===== src/include/mac_rx_defines.svh =====
`ifndef MAC_RX_DEFINES_SVH
`define MAC_RX_DEFINES_SVH

// Receive FIFO geometry
`define MAC_FIFO_DEPTH 16
`define MAC_OCC_W 5

// Register offsets on the AXI4-Lite port
`define CSR_FRAMES0 8'h00
`define CSR_FRAMES1 8'h04
`define CSR_ERRORS 8'h08
`define CSR_STATUS 8'h0C
`define CSR_CLEAR 8'h10

// Frame and error counter width
`define CNT_W 16

`endif


===== src/logic/mac_rx_pkg.sv =====
package mac_rx_pkg;

   // One word from the MAC receive interface
   typedef struct packed {
      logic        sop;
      logic        eop;
      logic        err;
      logic [1:0]  be;
      logic [31:0] data;
   } mac_word_t;

   // One write toward the packet buffer
   typedef struct packed {
      logic [31:0] data;
      logic [1:0]  be;
      logic        write;
      logic        done;
      logic        error;
   } buf_wr_t;

   // AXI4-Lite master to slave
   typedef struct packed {
      logic        aw_valid;
      logic [7:0]  aw_addr;
      logic        w_valid;
      logic [31:0] w_data;
      logic [3:0]  w_strb;
      logic        b_ready;
      logic        ar_valid;
      logic [7:0]  ar_addr;
      logic        r_ready;
   } axil_req_t;

   // AXI4-Lite slave to master
   typedef struct packed {
      logic        aw_ready;
      logic        w_ready;
      logic        b_valid;
      logic [1:0]  b_resp;
      logic        ar_ready;
      logic        r_valid;
      logic [31:0] r_data;
      logic [1:0]  r_resp;
   } axil_rsp_t;

endpackage


===== src/logic/mac_rx_csr.sv =====
`timescale 1ns/1ps
`include "mac_rx_defines.svh"

module mac_rx_csr (
   input  logic                      clk,
   input  logic                      rst,
   input  mac_rx_pkg::buf_wr_t       buf_wr_i,
   input  logic                      frame_port_i,
   input  logic [`MAC_OCC_W-1:0]     occ0_i,
   input  logic [`MAC_OCC_W-1:0]     occ1_i,
   input  mac_rx_pkg::axil_req_t     axil_req_i,
   output mac_rx_pkg::axil_rsp_t     axil_rsp_o
);

   localparam logic [1:0] RESP_OKAY = 2'b00;

   logic [`CNT_W-1:0]  frames0;
   logic [`CNT_W-1:0]  frames1;
   logic [`CNT_W-1:0]  errors;
   logic               frame_done;
   logic               wr_hs;
   logic               rd_hs;
   logic               clear;
   logic               b_valid;
   logic               r_valid;
   logic [31:0]        r_data;
   logic [31:0]        rd_mux;

   assign frame_done = buf_wr_i.write & buf_wr_i.done;

   // Address and data are taken together, one write at a time
   assign wr_hs = axil_req_i.aw_valid & axil_req_i.w_valid & ~b_valid;
   assign rd_hs = axil_req_i.ar_valid & ~r_valid;
   assign clear = wr_hs & (axil_req_i.aw_addr == `CSR_CLEAR);

   always_ff @(posedge clk) begin
      if (rst || clear) begin
         frames0 <= '0;
         frames1 <= '0;
         errors  <= '0;
      end else if (frame_done) begin
         if (frame_port_i) begin
            frames1 <= frames1 + 1'b1;
         end else begin
            frames0 <= frames0 + 1'b1;
         end
         if (buf_wr_i.error) begin
            errors <= errors + 1'b1;
         end
      end
   end

   always_comb begin
      case (axil_req_i.ar_addr)
         `CSR_FRAMES0: rd_mux = {{(32-`CNT_W){1'b0}}, frames0};
         `CSR_FRAMES1: rd_mux = {{(32-`CNT_W){1'b0}}, frames1};
         `CSR_ERRORS:  rd_mux = {{(32-`CNT_W){1'b0}}, errors};
         `CSR_STATUS:  rd_mux = {{(16-`MAC_OCC_W){1'b0}}, occ1_i,
                                 {(16-`MAC_OCC_W){1'b0}}, occ0_i};
         default:      rd_mux = '0;
      endcase
   end

   always_ff @(posedge clk) begin
      if (rst) begin
         b_valid <= 1'b0;
         r_valid <= 1'b0;
      end else begin
         if (wr_hs) begin
            b_valid <= 1'b1;
         end else if (axil_req_i.b_ready) begin
            b_valid <= 1'b0;
         end
         if (rd_hs) begin
            r_valid <= 1'b1;
         end else if (axil_req_i.r_ready) begin
            r_valid <= 1'b0;
         end
      end
   end

   // Read data is captured at the address handshake
   always_ff @(posedge clk) begin
      if (rd_hs) begin
         r_data <= rd_mux;
      end
   end

   assign axil_rsp_o.aw_ready = wr_hs;
   assign axil_rsp_o.w_ready  = wr_hs;
   assign axil_rsp_o.b_valid  = b_valid;
   assign axil_rsp_o.b_resp   = RESP_OKAY;
   assign axil_rsp_o.ar_ready = rd_hs;
   assign axil_rsp_o.r_valid  = r_valid;
   assign axil_rsp_o.r_data   = r_data;
   assign axil_rsp_o.r_resp   = RESP_OKAY;

   // Read response holds steady until the master takes it
   a_r_hold: assert property (@(posedge clk) disable iff (rst)
      r_valid && !axil_req_i.r_ready |=> r_valid && $stable(r_data));

endmodule


===== src/logic/mac_rx_fifo_if.sv =====
`timescale 1ns/1ps
`include "mac_rx_defines.svh"

module mac_rx_fifo_if (
   input  logic                      clk,
   input  logic                      rst,
   input  logic                      mac_empty_i,
   output logic                      mac_rd_o,
   input  mac_rx_pkg::mac_word_t     mac_word_i,
   output mac_rx_pkg::buf_wr_t       wr_o,
   input  logic                      wr_ready_i,
   input  logic                      wr_full_i,
   output logic                      pkt_pending_o,
   output logic [`MAC_OCC_W-1:0]     fifo_occupied_o,
   output logic                      fifo_full_o,
   output logic                      fifo_empty_o
);

   import mac_rx_pkg::*;

   typedef enum logic [1:0] {
      ST_IDLE,
      ST_HAVE_FRAME,
      ST_XFER,
      ST_ERROR
   } rd_state_t;

   rd_state_t  state;
   mac_word_t  fifo_head;
   logic       fifo_wr;
   logic       fifo_rd;
   logic       fifo_full;
   logic       fifo_empty;
   logic       xfer_word;

   // Pop the MAC whenever there is room
   assign fifo_wr  = ~fifo_full & ~mac_empty_i;
   assign mac_rd_o = fifo_wr;

   short_fifo u_fifo (
      .clk        (clk),
      .rst        (rst),
      .wr_data_i  (mac_word_i),
      .write_i    (fifo_wr),
      .full_o     (fifo_full),
      .rd_data_o  (fifo_head),
      .read_i     (fifo_rd),
      .empty_o    (fifo_empty),
      .occupied_o (fifo_occupied_o)
   );

   assign fifo_full_o  = fifo_full;
   assign fifo_empty_o = fifo_empty;

   always_ff @(posedge clk) begin
      if (rst) begin
         state <= ST_IDLE;
      end else begin
         case (state)
            ST_IDLE: begin
               if (fifo_head.sop && !fifo_empty) begin
                  state <= ST_HAVE_FRAME;
               end
            end
            ST_HAVE_FRAME: begin
               if (wr_ready_i) begin
                  state <= ST_XFER;
               end
            end
            ST_XFER: begin
               // End of frame wins over a full buffer
               if (fifo_head.eop && !fifo_empty) begin
                  state <= ST_IDLE;
               end else if (wr_full_i) begin
                  state <= ST_HAVE_FRAME;
               end
            end
            default: state <= ST_IDLE;
         endcase
      end
   end

   assign xfer_word = ~fifo_empty & (state == ST_XFER);

   // Stray words ahead of a frame start are dropped in idle
   assign fifo_rd = xfer_word | (~fifo_empty & (state == ST_IDLE) & ~fifo_head.sop);

   assign wr_o.data  = fifo_head.data;
   assign wr_o.be    = fifo_head.be;
   assign wr_o.write = xfer_word;
   assign wr_o.done  = xfer_word & fifo_head.eop;
   assign wr_o.error = xfer_word & fifo_head.err;

   assign pkt_pending_o = (state == ST_HAVE_FRAME);

endmodule


===== src/logic/mac_rx_top.sv =====
`timescale 1ns/1ps
`include "mac_rx_defines.svh"

module mac_rx_top (
   input  logic                      clk,
   input  logic                      rst,
   input  logic                      mac0_empty_i,
   output logic                      mac0_rd_o,
   input  mac_rx_pkg::mac_word_t     mac0_word_i,
   input  logic                      mac1_empty_i,
   output logic                      mac1_rd_o,
   input  mac_rx_pkg::mac_word_t     mac1_word_i,
   output mac_rx_pkg::buf_wr_t       buf_wr_o,
   input  logic                      buf_ready_i,
   input  logic                      buf_full_i,
   input  mac_rx_pkg::axil_req_t     axil_req_i,
   output mac_rx_pkg::axil_rsp_t     axil_rsp_o
);

   import mac_rx_pkg::*;

   buf_wr_t                port0_wr;
   buf_wr_t                port1_wr;
   buf_wr_t                merged_wr;
   logic [1:0]             pend;
   logic [1:0]             port_ready;
   logic [1:0]             port_full;
   logic [`MAC_OCC_W-1:0]  occ0;
   logic [`MAC_OCC_W-1:0]  occ1;
   logic                   frame_port;

   mac_rx_fifo_if u_port0 (
      .clk             (clk),
      .rst             (rst),
      .mac_empty_i     (mac0_empty_i),
      .mac_rd_o        (mac0_rd_o),
      .mac_word_i      (mac0_word_i),
      .wr_o            (port0_wr),
      .wr_ready_i      (port_ready[0]),
      .wr_full_i       (port_full[0]),
      .pkt_pending_o   (pend[0]),
      .fifo_occupied_o (occ0),
      .fifo_full_o     (),
      .fifo_empty_o    ()
   );

   mac_rx_fifo_if u_port1 (
      .clk             (clk),
      .rst             (rst),
      .mac_empty_i     (mac1_empty_i),
      .mac_rd_o        (mac1_rd_o),
      .mac_word_i      (mac1_word_i),
      .wr_o            (port1_wr),
      .wr_ready_i      (port_ready[1]),
      .wr_full_i       (port_full[1]),
      .pkt_pending_o   (pend[1]),
      .fifo_occupied_o (occ1),
      .fifo_full_o     (),
      .fifo_empty_o    ()
   );

   rx_packet_merge u_merge (
      .clk          (clk),
      .rst          (rst),
      .pend_i       (pend),
      .port0_wr_i   (port0_wr),
      .port1_wr_i   (port1_wr),
      .port_ready_o (port_ready),
      .port_full_o  (port_full),
      .buf_wr_o     (merged_wr),
      .buf_ready_i  (buf_ready_i),
      .buf_full_i   (buf_full_i),
      .frame_port_o (frame_port)
   );

   // The status block watches the same merged stream that leaves the top
   mac_rx_csr u_csr (
      .clk          (clk),
      .rst          (rst),
      .buf_wr_i     (merged_wr),
      .frame_port_i (frame_port),
      .occ0_i       (occ0),
      .occ1_i       (occ1),
      .axil_req_i   (axil_req_i),
      .axil_rsp_o   (axil_rsp_o)
   );

   assign buf_wr_o = merged_wr;

endmodule


===== src/logic/rx_packet_merge.sv =====
`timescale 1ns/1ps

module rx_packet_merge (
   input  logic                  clk,
   input  logic                  rst,
   input  logic [1:0]            pend_i,
   input  mac_rx_pkg::buf_wr_t   port0_wr_i,
   input  mac_rx_pkg::buf_wr_t   port1_wr_i,
   output logic [1:0]            port_ready_o,
   output logic [1:0]            port_full_o,
   output mac_rx_pkg::buf_wr_t   buf_wr_o,
   input  logic                  buf_ready_i,
   input  logic                  buf_full_i,
   output logic                  frame_port_o
);

   import mac_rx_pkg::*;

   logic     busy;
   logic     grant;
   logic     last_port;
   logic     next_port;
   logic     frame_end;
   buf_wr_t  sel_wr;
   logic [1:0] grant_mask;

   // Round robin only matters when both ports wait
   always_comb begin
      if (pend_i == 2'b11) begin
         next_port = ~last_port;
      end else begin
         next_port = pend_i[1];
      end
   end

   assign sel_wr    = grant ? port1_wr_i : port0_wr_i;
   assign frame_end = busy & sel_wr.write & sel_wr.done;

   always_ff @(posedge clk) begin
      if (rst) begin
         busy      <= 1'b0;
         grant     <= 1'b0;
         last_port <= 1'b1;
      end else if (!busy) begin
         if (pend_i != 2'b00) begin
            busy      <= 1'b1;
            grant     <= next_port;
            last_port <= next_port;
         end
      end else if (frame_end) begin
         // Whole frame sent, release for the next grant
         busy <= 1'b0;
      end
   end

   assign grant_mask = busy ? (2'b01 << grant) : 2'b00;

   // Buffer flow control reaches the granted port only
   assign port_ready_o = grant_mask & {2{buf_ready_i}};
   assign port_full_o  = grant_mask & {2{buf_full_i}};

   always_comb begin
      if (busy) begin
         buf_wr_o = sel_wr;
      end else begin
         buf_wr_o = '0;
      end
   end

   assign frame_port_o = grant;

   // A port may only write while it holds the grant
   a_port0_granted: assert property (@(posedge clk) disable iff (rst)
      port0_wr_i.write |-> busy && !grant);

   a_port1_granted: assert property (@(posedge clk) disable iff (rst)
      port1_wr_i.write |-> busy && grant);

endmodule


===== src/logic/short_fifo.sv =====
`timescale 1ns/1ps
`include "mac_rx_defines.svh"

module short_fifo (
   input  logic                      clk,
   input  logic                      rst,
   input  mac_rx_pkg::mac_word_t     wr_data_i,
   input  logic                      write_i,
   output logic                      full_o,
   output mac_rx_pkg::mac_word_t     rd_data_o,
   input  logic                      read_i,
   output logic                      empty_o,
   output logic [`MAC_OCC_W-1:0]     occupied_o
);

   import mac_rx_pkg::*;

   localparam int PTR_W = $clog2(`MAC_FIFO_DEPTH);

   mac_word_t              mem [`MAC_FIFO_DEPTH];
   logic [PTR_W-1:0]       wr_ptr;
   logic [PTR_W-1:0]       rd_ptr;
   logic [`MAC_OCC_W-1:0]  count;

   // Storage has no reset, only the pointers do
   always_ff @(posedge clk) begin
      if (write_i) begin
         mem[wr_ptr] <= wr_data_i;
      end
   end

   always_ff @(posedge clk) begin
      if (rst) begin
         wr_ptr <= '0;
         rd_ptr <= '0;
      end else begin
         // Depth is a power of two so the pointers wrap naturally
         if (write_i) begin
            wr_ptr <= wr_ptr + 1'b1;
         end
         if (read_i) begin
            rd_ptr <= rd_ptr + 1'b1;
         end
      end
   end

   always_ff @(posedge clk) begin
      if (rst) begin
         count <= '0;
      end else begin
         case ({write_i, read_i})
            2'b10:   count <= count + 1'b1;
            2'b01:   count <= count - 1'b1;
            default: count <= count;
         endcase
      end
   end

   assign rd_data_o  = mem[rd_ptr];
   assign full_o     = (count == `MAC_OCC_W'(`MAC_FIFO_DEPTH));
   assign empty_o    = (count == '0);
   assign occupied_o = count;

   // Callers must respect the flags
   a_no_overrun: assert property (@(posedge clk) disable iff (rst)
      !(write_i && full_o) && !(read_i && empty_o));

endmodule


===== config.mk =====
export PLATFORM = sky130hd
export DESIGN_NAME = mac_rx_top
export DESIGN_NICKNAME = d
export VERILOG_FILES = /design/src/logic/mac_rx_pkg.sv /design/src/logic/mac_rx_csr.sv /design/src/logic/mac_rx_fifo_if.sv /design/src/logic/mac_rx_top.sv /design/src/logic/rx_packet_merge.sv /design/src/logic/short_fifo.sv
export VERILOG_INCLUDE_DIRS = /design/src /design/src/include
export SDC_FILE = /design/constraint.sdc
export NUM_CORES = 1
export LEC_CHECK = 0
export ABC_CLOCK_PERIOD_IN_PS = 8100
export BUFFER_PORTS_ARGS = -buffer_cell sky130_fd_sc_hd__buf_2
export CORE_UTILIZATION = 51
export DETAILED_ROUTE_END_ITERATION = 16
export PLACE_DENSITY = 0.73
export SETUP_SLACK_MARGIN = 0.15
export SLEW_MARGIN = 20
export SYNTH_ARGS = -nofsm -noshare
export SYNTH_HDL_FRONTEND = slang
export SYNTH_HIERARCHICAL = 1
export SYNTH_SLANG_ARGS = --single-unit

===== constraint.sdc =====
create_clock -name clk -period 8.1 [get_ports clk]
set_input_delay 0.405 -clock clk [delete_from_list [all_inputs] [get_ports clk]]
set_output_delay 0.405 -clock clk [all_outputs]
set_load 0.02 [all_outputs]

==> results.toml <==
[critical_path]
path_class = "flip-flop to output pin"
critPathRequiredTime_ps = 7700
cp-end-kind = "output pin"
start_kind = "flip-flop"
worstPathArrival_ps = 4590
crit_fanout = 50

[clock_network]
clk_latency_ps = 730
cts_made_buffers = 121
hold_buffers = 4
cts_buffer_depth = 3
root_buffer = "clkbuf_16"
path_clk_slew_ps = 60
cts_tree = "yes"
cts_num_sinks = 1296
post_cts_buffers = 0
ctsResizeCount = 0
cts-htree-levels = 3

[placement]
portBuffers = 165
hpwl_mm = 60.7
pre_cts_slack_ps = 3390
finalWeightedCongestion = 0.810

[route]
antenna_left = 0
firstDrtPassIters = 8
num_vias = 25746
wl_mm = 114
drc = 0
drtIter0Drc = 2712
avgRoutedWirePerCell_um = 27.4
vias_per_cell = 6.21

[logic_synthesis]
synth_edf_count = 1205
avgSynthCellArea_um2 = 19.9
yosysUniqueCellTypes = 61
postSynth.asyncResetShare_pct = 0
synth_flop_cell = "edfxtp_1"
synthesis.area_um2 = 50800
synth_warnings = 6
yosys_register_bits = 1296
seq_area_frac_synth_pct = 74.8
synth_cells = 2554

[die]
start_util_pct = 51.6
ios = 217
rows = 115
die_y_um = 318
core-area_um2 = 98600
die-area_um2 = 101000
die_w_um = 318

[finish]
final_common_cell = "edfxtp_1"
drive_gt1_share_pct = 26.1
syn_to_final_growth_pct = 11.6
final_util_pct = 57.6
layout_common_cells = "1205 x edfxtp_1, 300 x mux4_2, 165 x buf_2"
fin_nets = 2913

[hold_path]
min_path_type = "primary input to flip-flop"

[sta]
tns_ps = 0
report.final.setup_viol = 0
fin_ws_ps = 3100
maxSlewHeadroom_pct = 21.1
holdWs_ps = 45.2
clock.fmax_mhz = 200
drv_slew = 0
clock_skew_ps = 64.8
tightestPinTransition_ps = 1180
min_period_over_period_pct = 61.7
hold_viol_final = 0
rsz0062_at_grt = "false"
fin_crit_ps = 5000

[global_routing]
grt_pass1_vias = 25766
antenna_found_initial = 22
grt_pass1_wl_mm = 167
overflow = 0
grt_max_degree = 109
track_usage_pct = 22.6

[power]
peakVddDrop_mv = 0.238
leakagePower_uw = 0.0181
p_per_area_nw_per_um2 = 286
p_total_uw = 16200

[job]
drv_cap = 0

[status]
status = "completed"
## cell families (layout without fill, tap and decap cells)
| family | Yosys count | count (layout) | share of synthesized area, % |
|---|---|---|---|
| XOR/XNOR | 54 | 54 | 0.930 |
| adder cells (fa/ha/maj) | 21 | 21 | 0.517 |
| AND/OR/NAND/NOR | 440 | 440 | 4.38 |
| other | 1 | 18 | 0.00738 |
| flip-flops | 1296 | 1296 | 74.8 |
| buffers and inverters | 176 | 466 | 2.01 |
| AO/OA/AOI/OAI | 208 | 208 | 2.92 |
| multiplexers | 358 | 358 | 14.5 |
## stage by stage
step,instance area (um2),instances
global route,56700,4147
global placement,52900,3915
floorplan,50900,2568
CTS,56700,4145
finish,56700,4148
detailed placement,52900,3915
## routing by layer
layer | vias up | global-route usage [%] | share of wire, %
li1 | 10806 | - | -
met5 | - | 0 | 0.15
met3 | 209 | 5.32 | 9.8
met2 | 1268 | 35.9 | 48
met4 | 26 | 6.83 | 2.7
met1 | 13437 | 31.4 | 39
## critical path, stage by stage (launching register included)
cell and delay, ps:
dfxtp_4 490, buf_4 780, buf_4 860, mux4_2 600, a22oi_1 240, nand2_1 200
mux2i_1 330, nor2_1 90, buf_2 220
## registers in the layout, summed over array words and instances, names as in the netlist, named ones only
signal and flops:
u_merge/frame_port_o 1, u_csr/r_data 21, u_csr/r_valid 1, u_port0/state 2, u_csr/frames1 16, u_port1/u_fifo/rd_ptr 4
u_port0/u_fifo/occupied_o 5, u_merge/busy 1, u_merge/last_port 1, u_port1/state 2, u_csr/frames0 16, u_port1/u_fifo/mem 592
u_port1/u_fifo/occupied_o 5, u_port0/u_fifo/rd_ptr 4, u_port1/u_fifo/wr_ptr 4, u_csr/b_valid 1, u_port0/u_fifo/wr_ptr 4, u_port0/u_fifo/mem 592
u_csr/errors 16
## final timing paths
path / startpoint / endpoint / slack (ps) / cells past startpoint
min reg2reg: u_csr/frames1[15] / u_csr/frames1[15] / 500 / 2
max: flip-flop / buf_wr_o[5] / 3100 / 8
min: mac0_word_i[22] / u_port0/u_fifo/mem[11][22] / 50 / 1
max reg2reg: flip-flop / u_port1/u_fifo/occupied_o[4] / 3380 / 11
## area by class of cell
cell class / count / area, um2
inverter: 23 / 86.3
sequential: 1296 / 38000
clock inverter: 69 / 601
clock buffer: 157 / 3220
antenna: 3 / 7.51
timing repair buffer: 217 / 1240
tap: 1287 / 1610
multi-input combinational: 1096 / 11900
fill: 6996 / 41800
## report_power, final
group / internal, uW / switching, uW
combinational: 1340 / 1640
sequential: 7610 / 230
clock: 3020 / 2400
## synthesized netlist by cell type, types with 5 or more instances
| cell type | instances | area, um2 |
|---|---|---|
| edfxtp_1 | 1205 | 36200 |
| mux4_2 | 300 | 6760 |
| a22oi_1 | 148 | 1110 |
| nor2_1 | 147 | 552 |
| nand2_1 | 109 | 409 |
| dfxtp_1 | 91 | 1820 |
| mux2i_1 | 57 | 571 |
| clkbuf_1 | 53 | 199 |
| and2_1 | 39 | 244 |
| buf_4 | 36 | 270 |
| xnor2_1 | 33 | 289 |
| a21oi_1 | 29 | 145 |
| buf_1 | 25 | 93.8 |
| inv_1 | 22 | 82.6 |
| ha_1 | 21 | 263 |
| xor2_1 | 21 | 184 |
| buf_6 | 19 | 214 |
| nand4_1 | 19 | 119 |
| nand3_1 | 18 | 90.1 |
| nor3_1 | 18 | 90.1 |
| buf_2 | 16 | 80.1 |
| nor4_1 | 13 | 81.3 |
| o21ai_0 | 9 | 45.0 |
| and3_1 | 8 | 50.1 |
| or4_1 | 8 | 60.1 |
| nor3b_1 | 7 | 52.6 |
| or3_1 | 7 | 43.8 |
| and3_2 | 6 | 45.0 |
| nor2b_1 | 6 | 37.5 |
| nor4b_1 | 5 | 43.8 |
No activity file was read; power rests on OpenSTA's default activity.
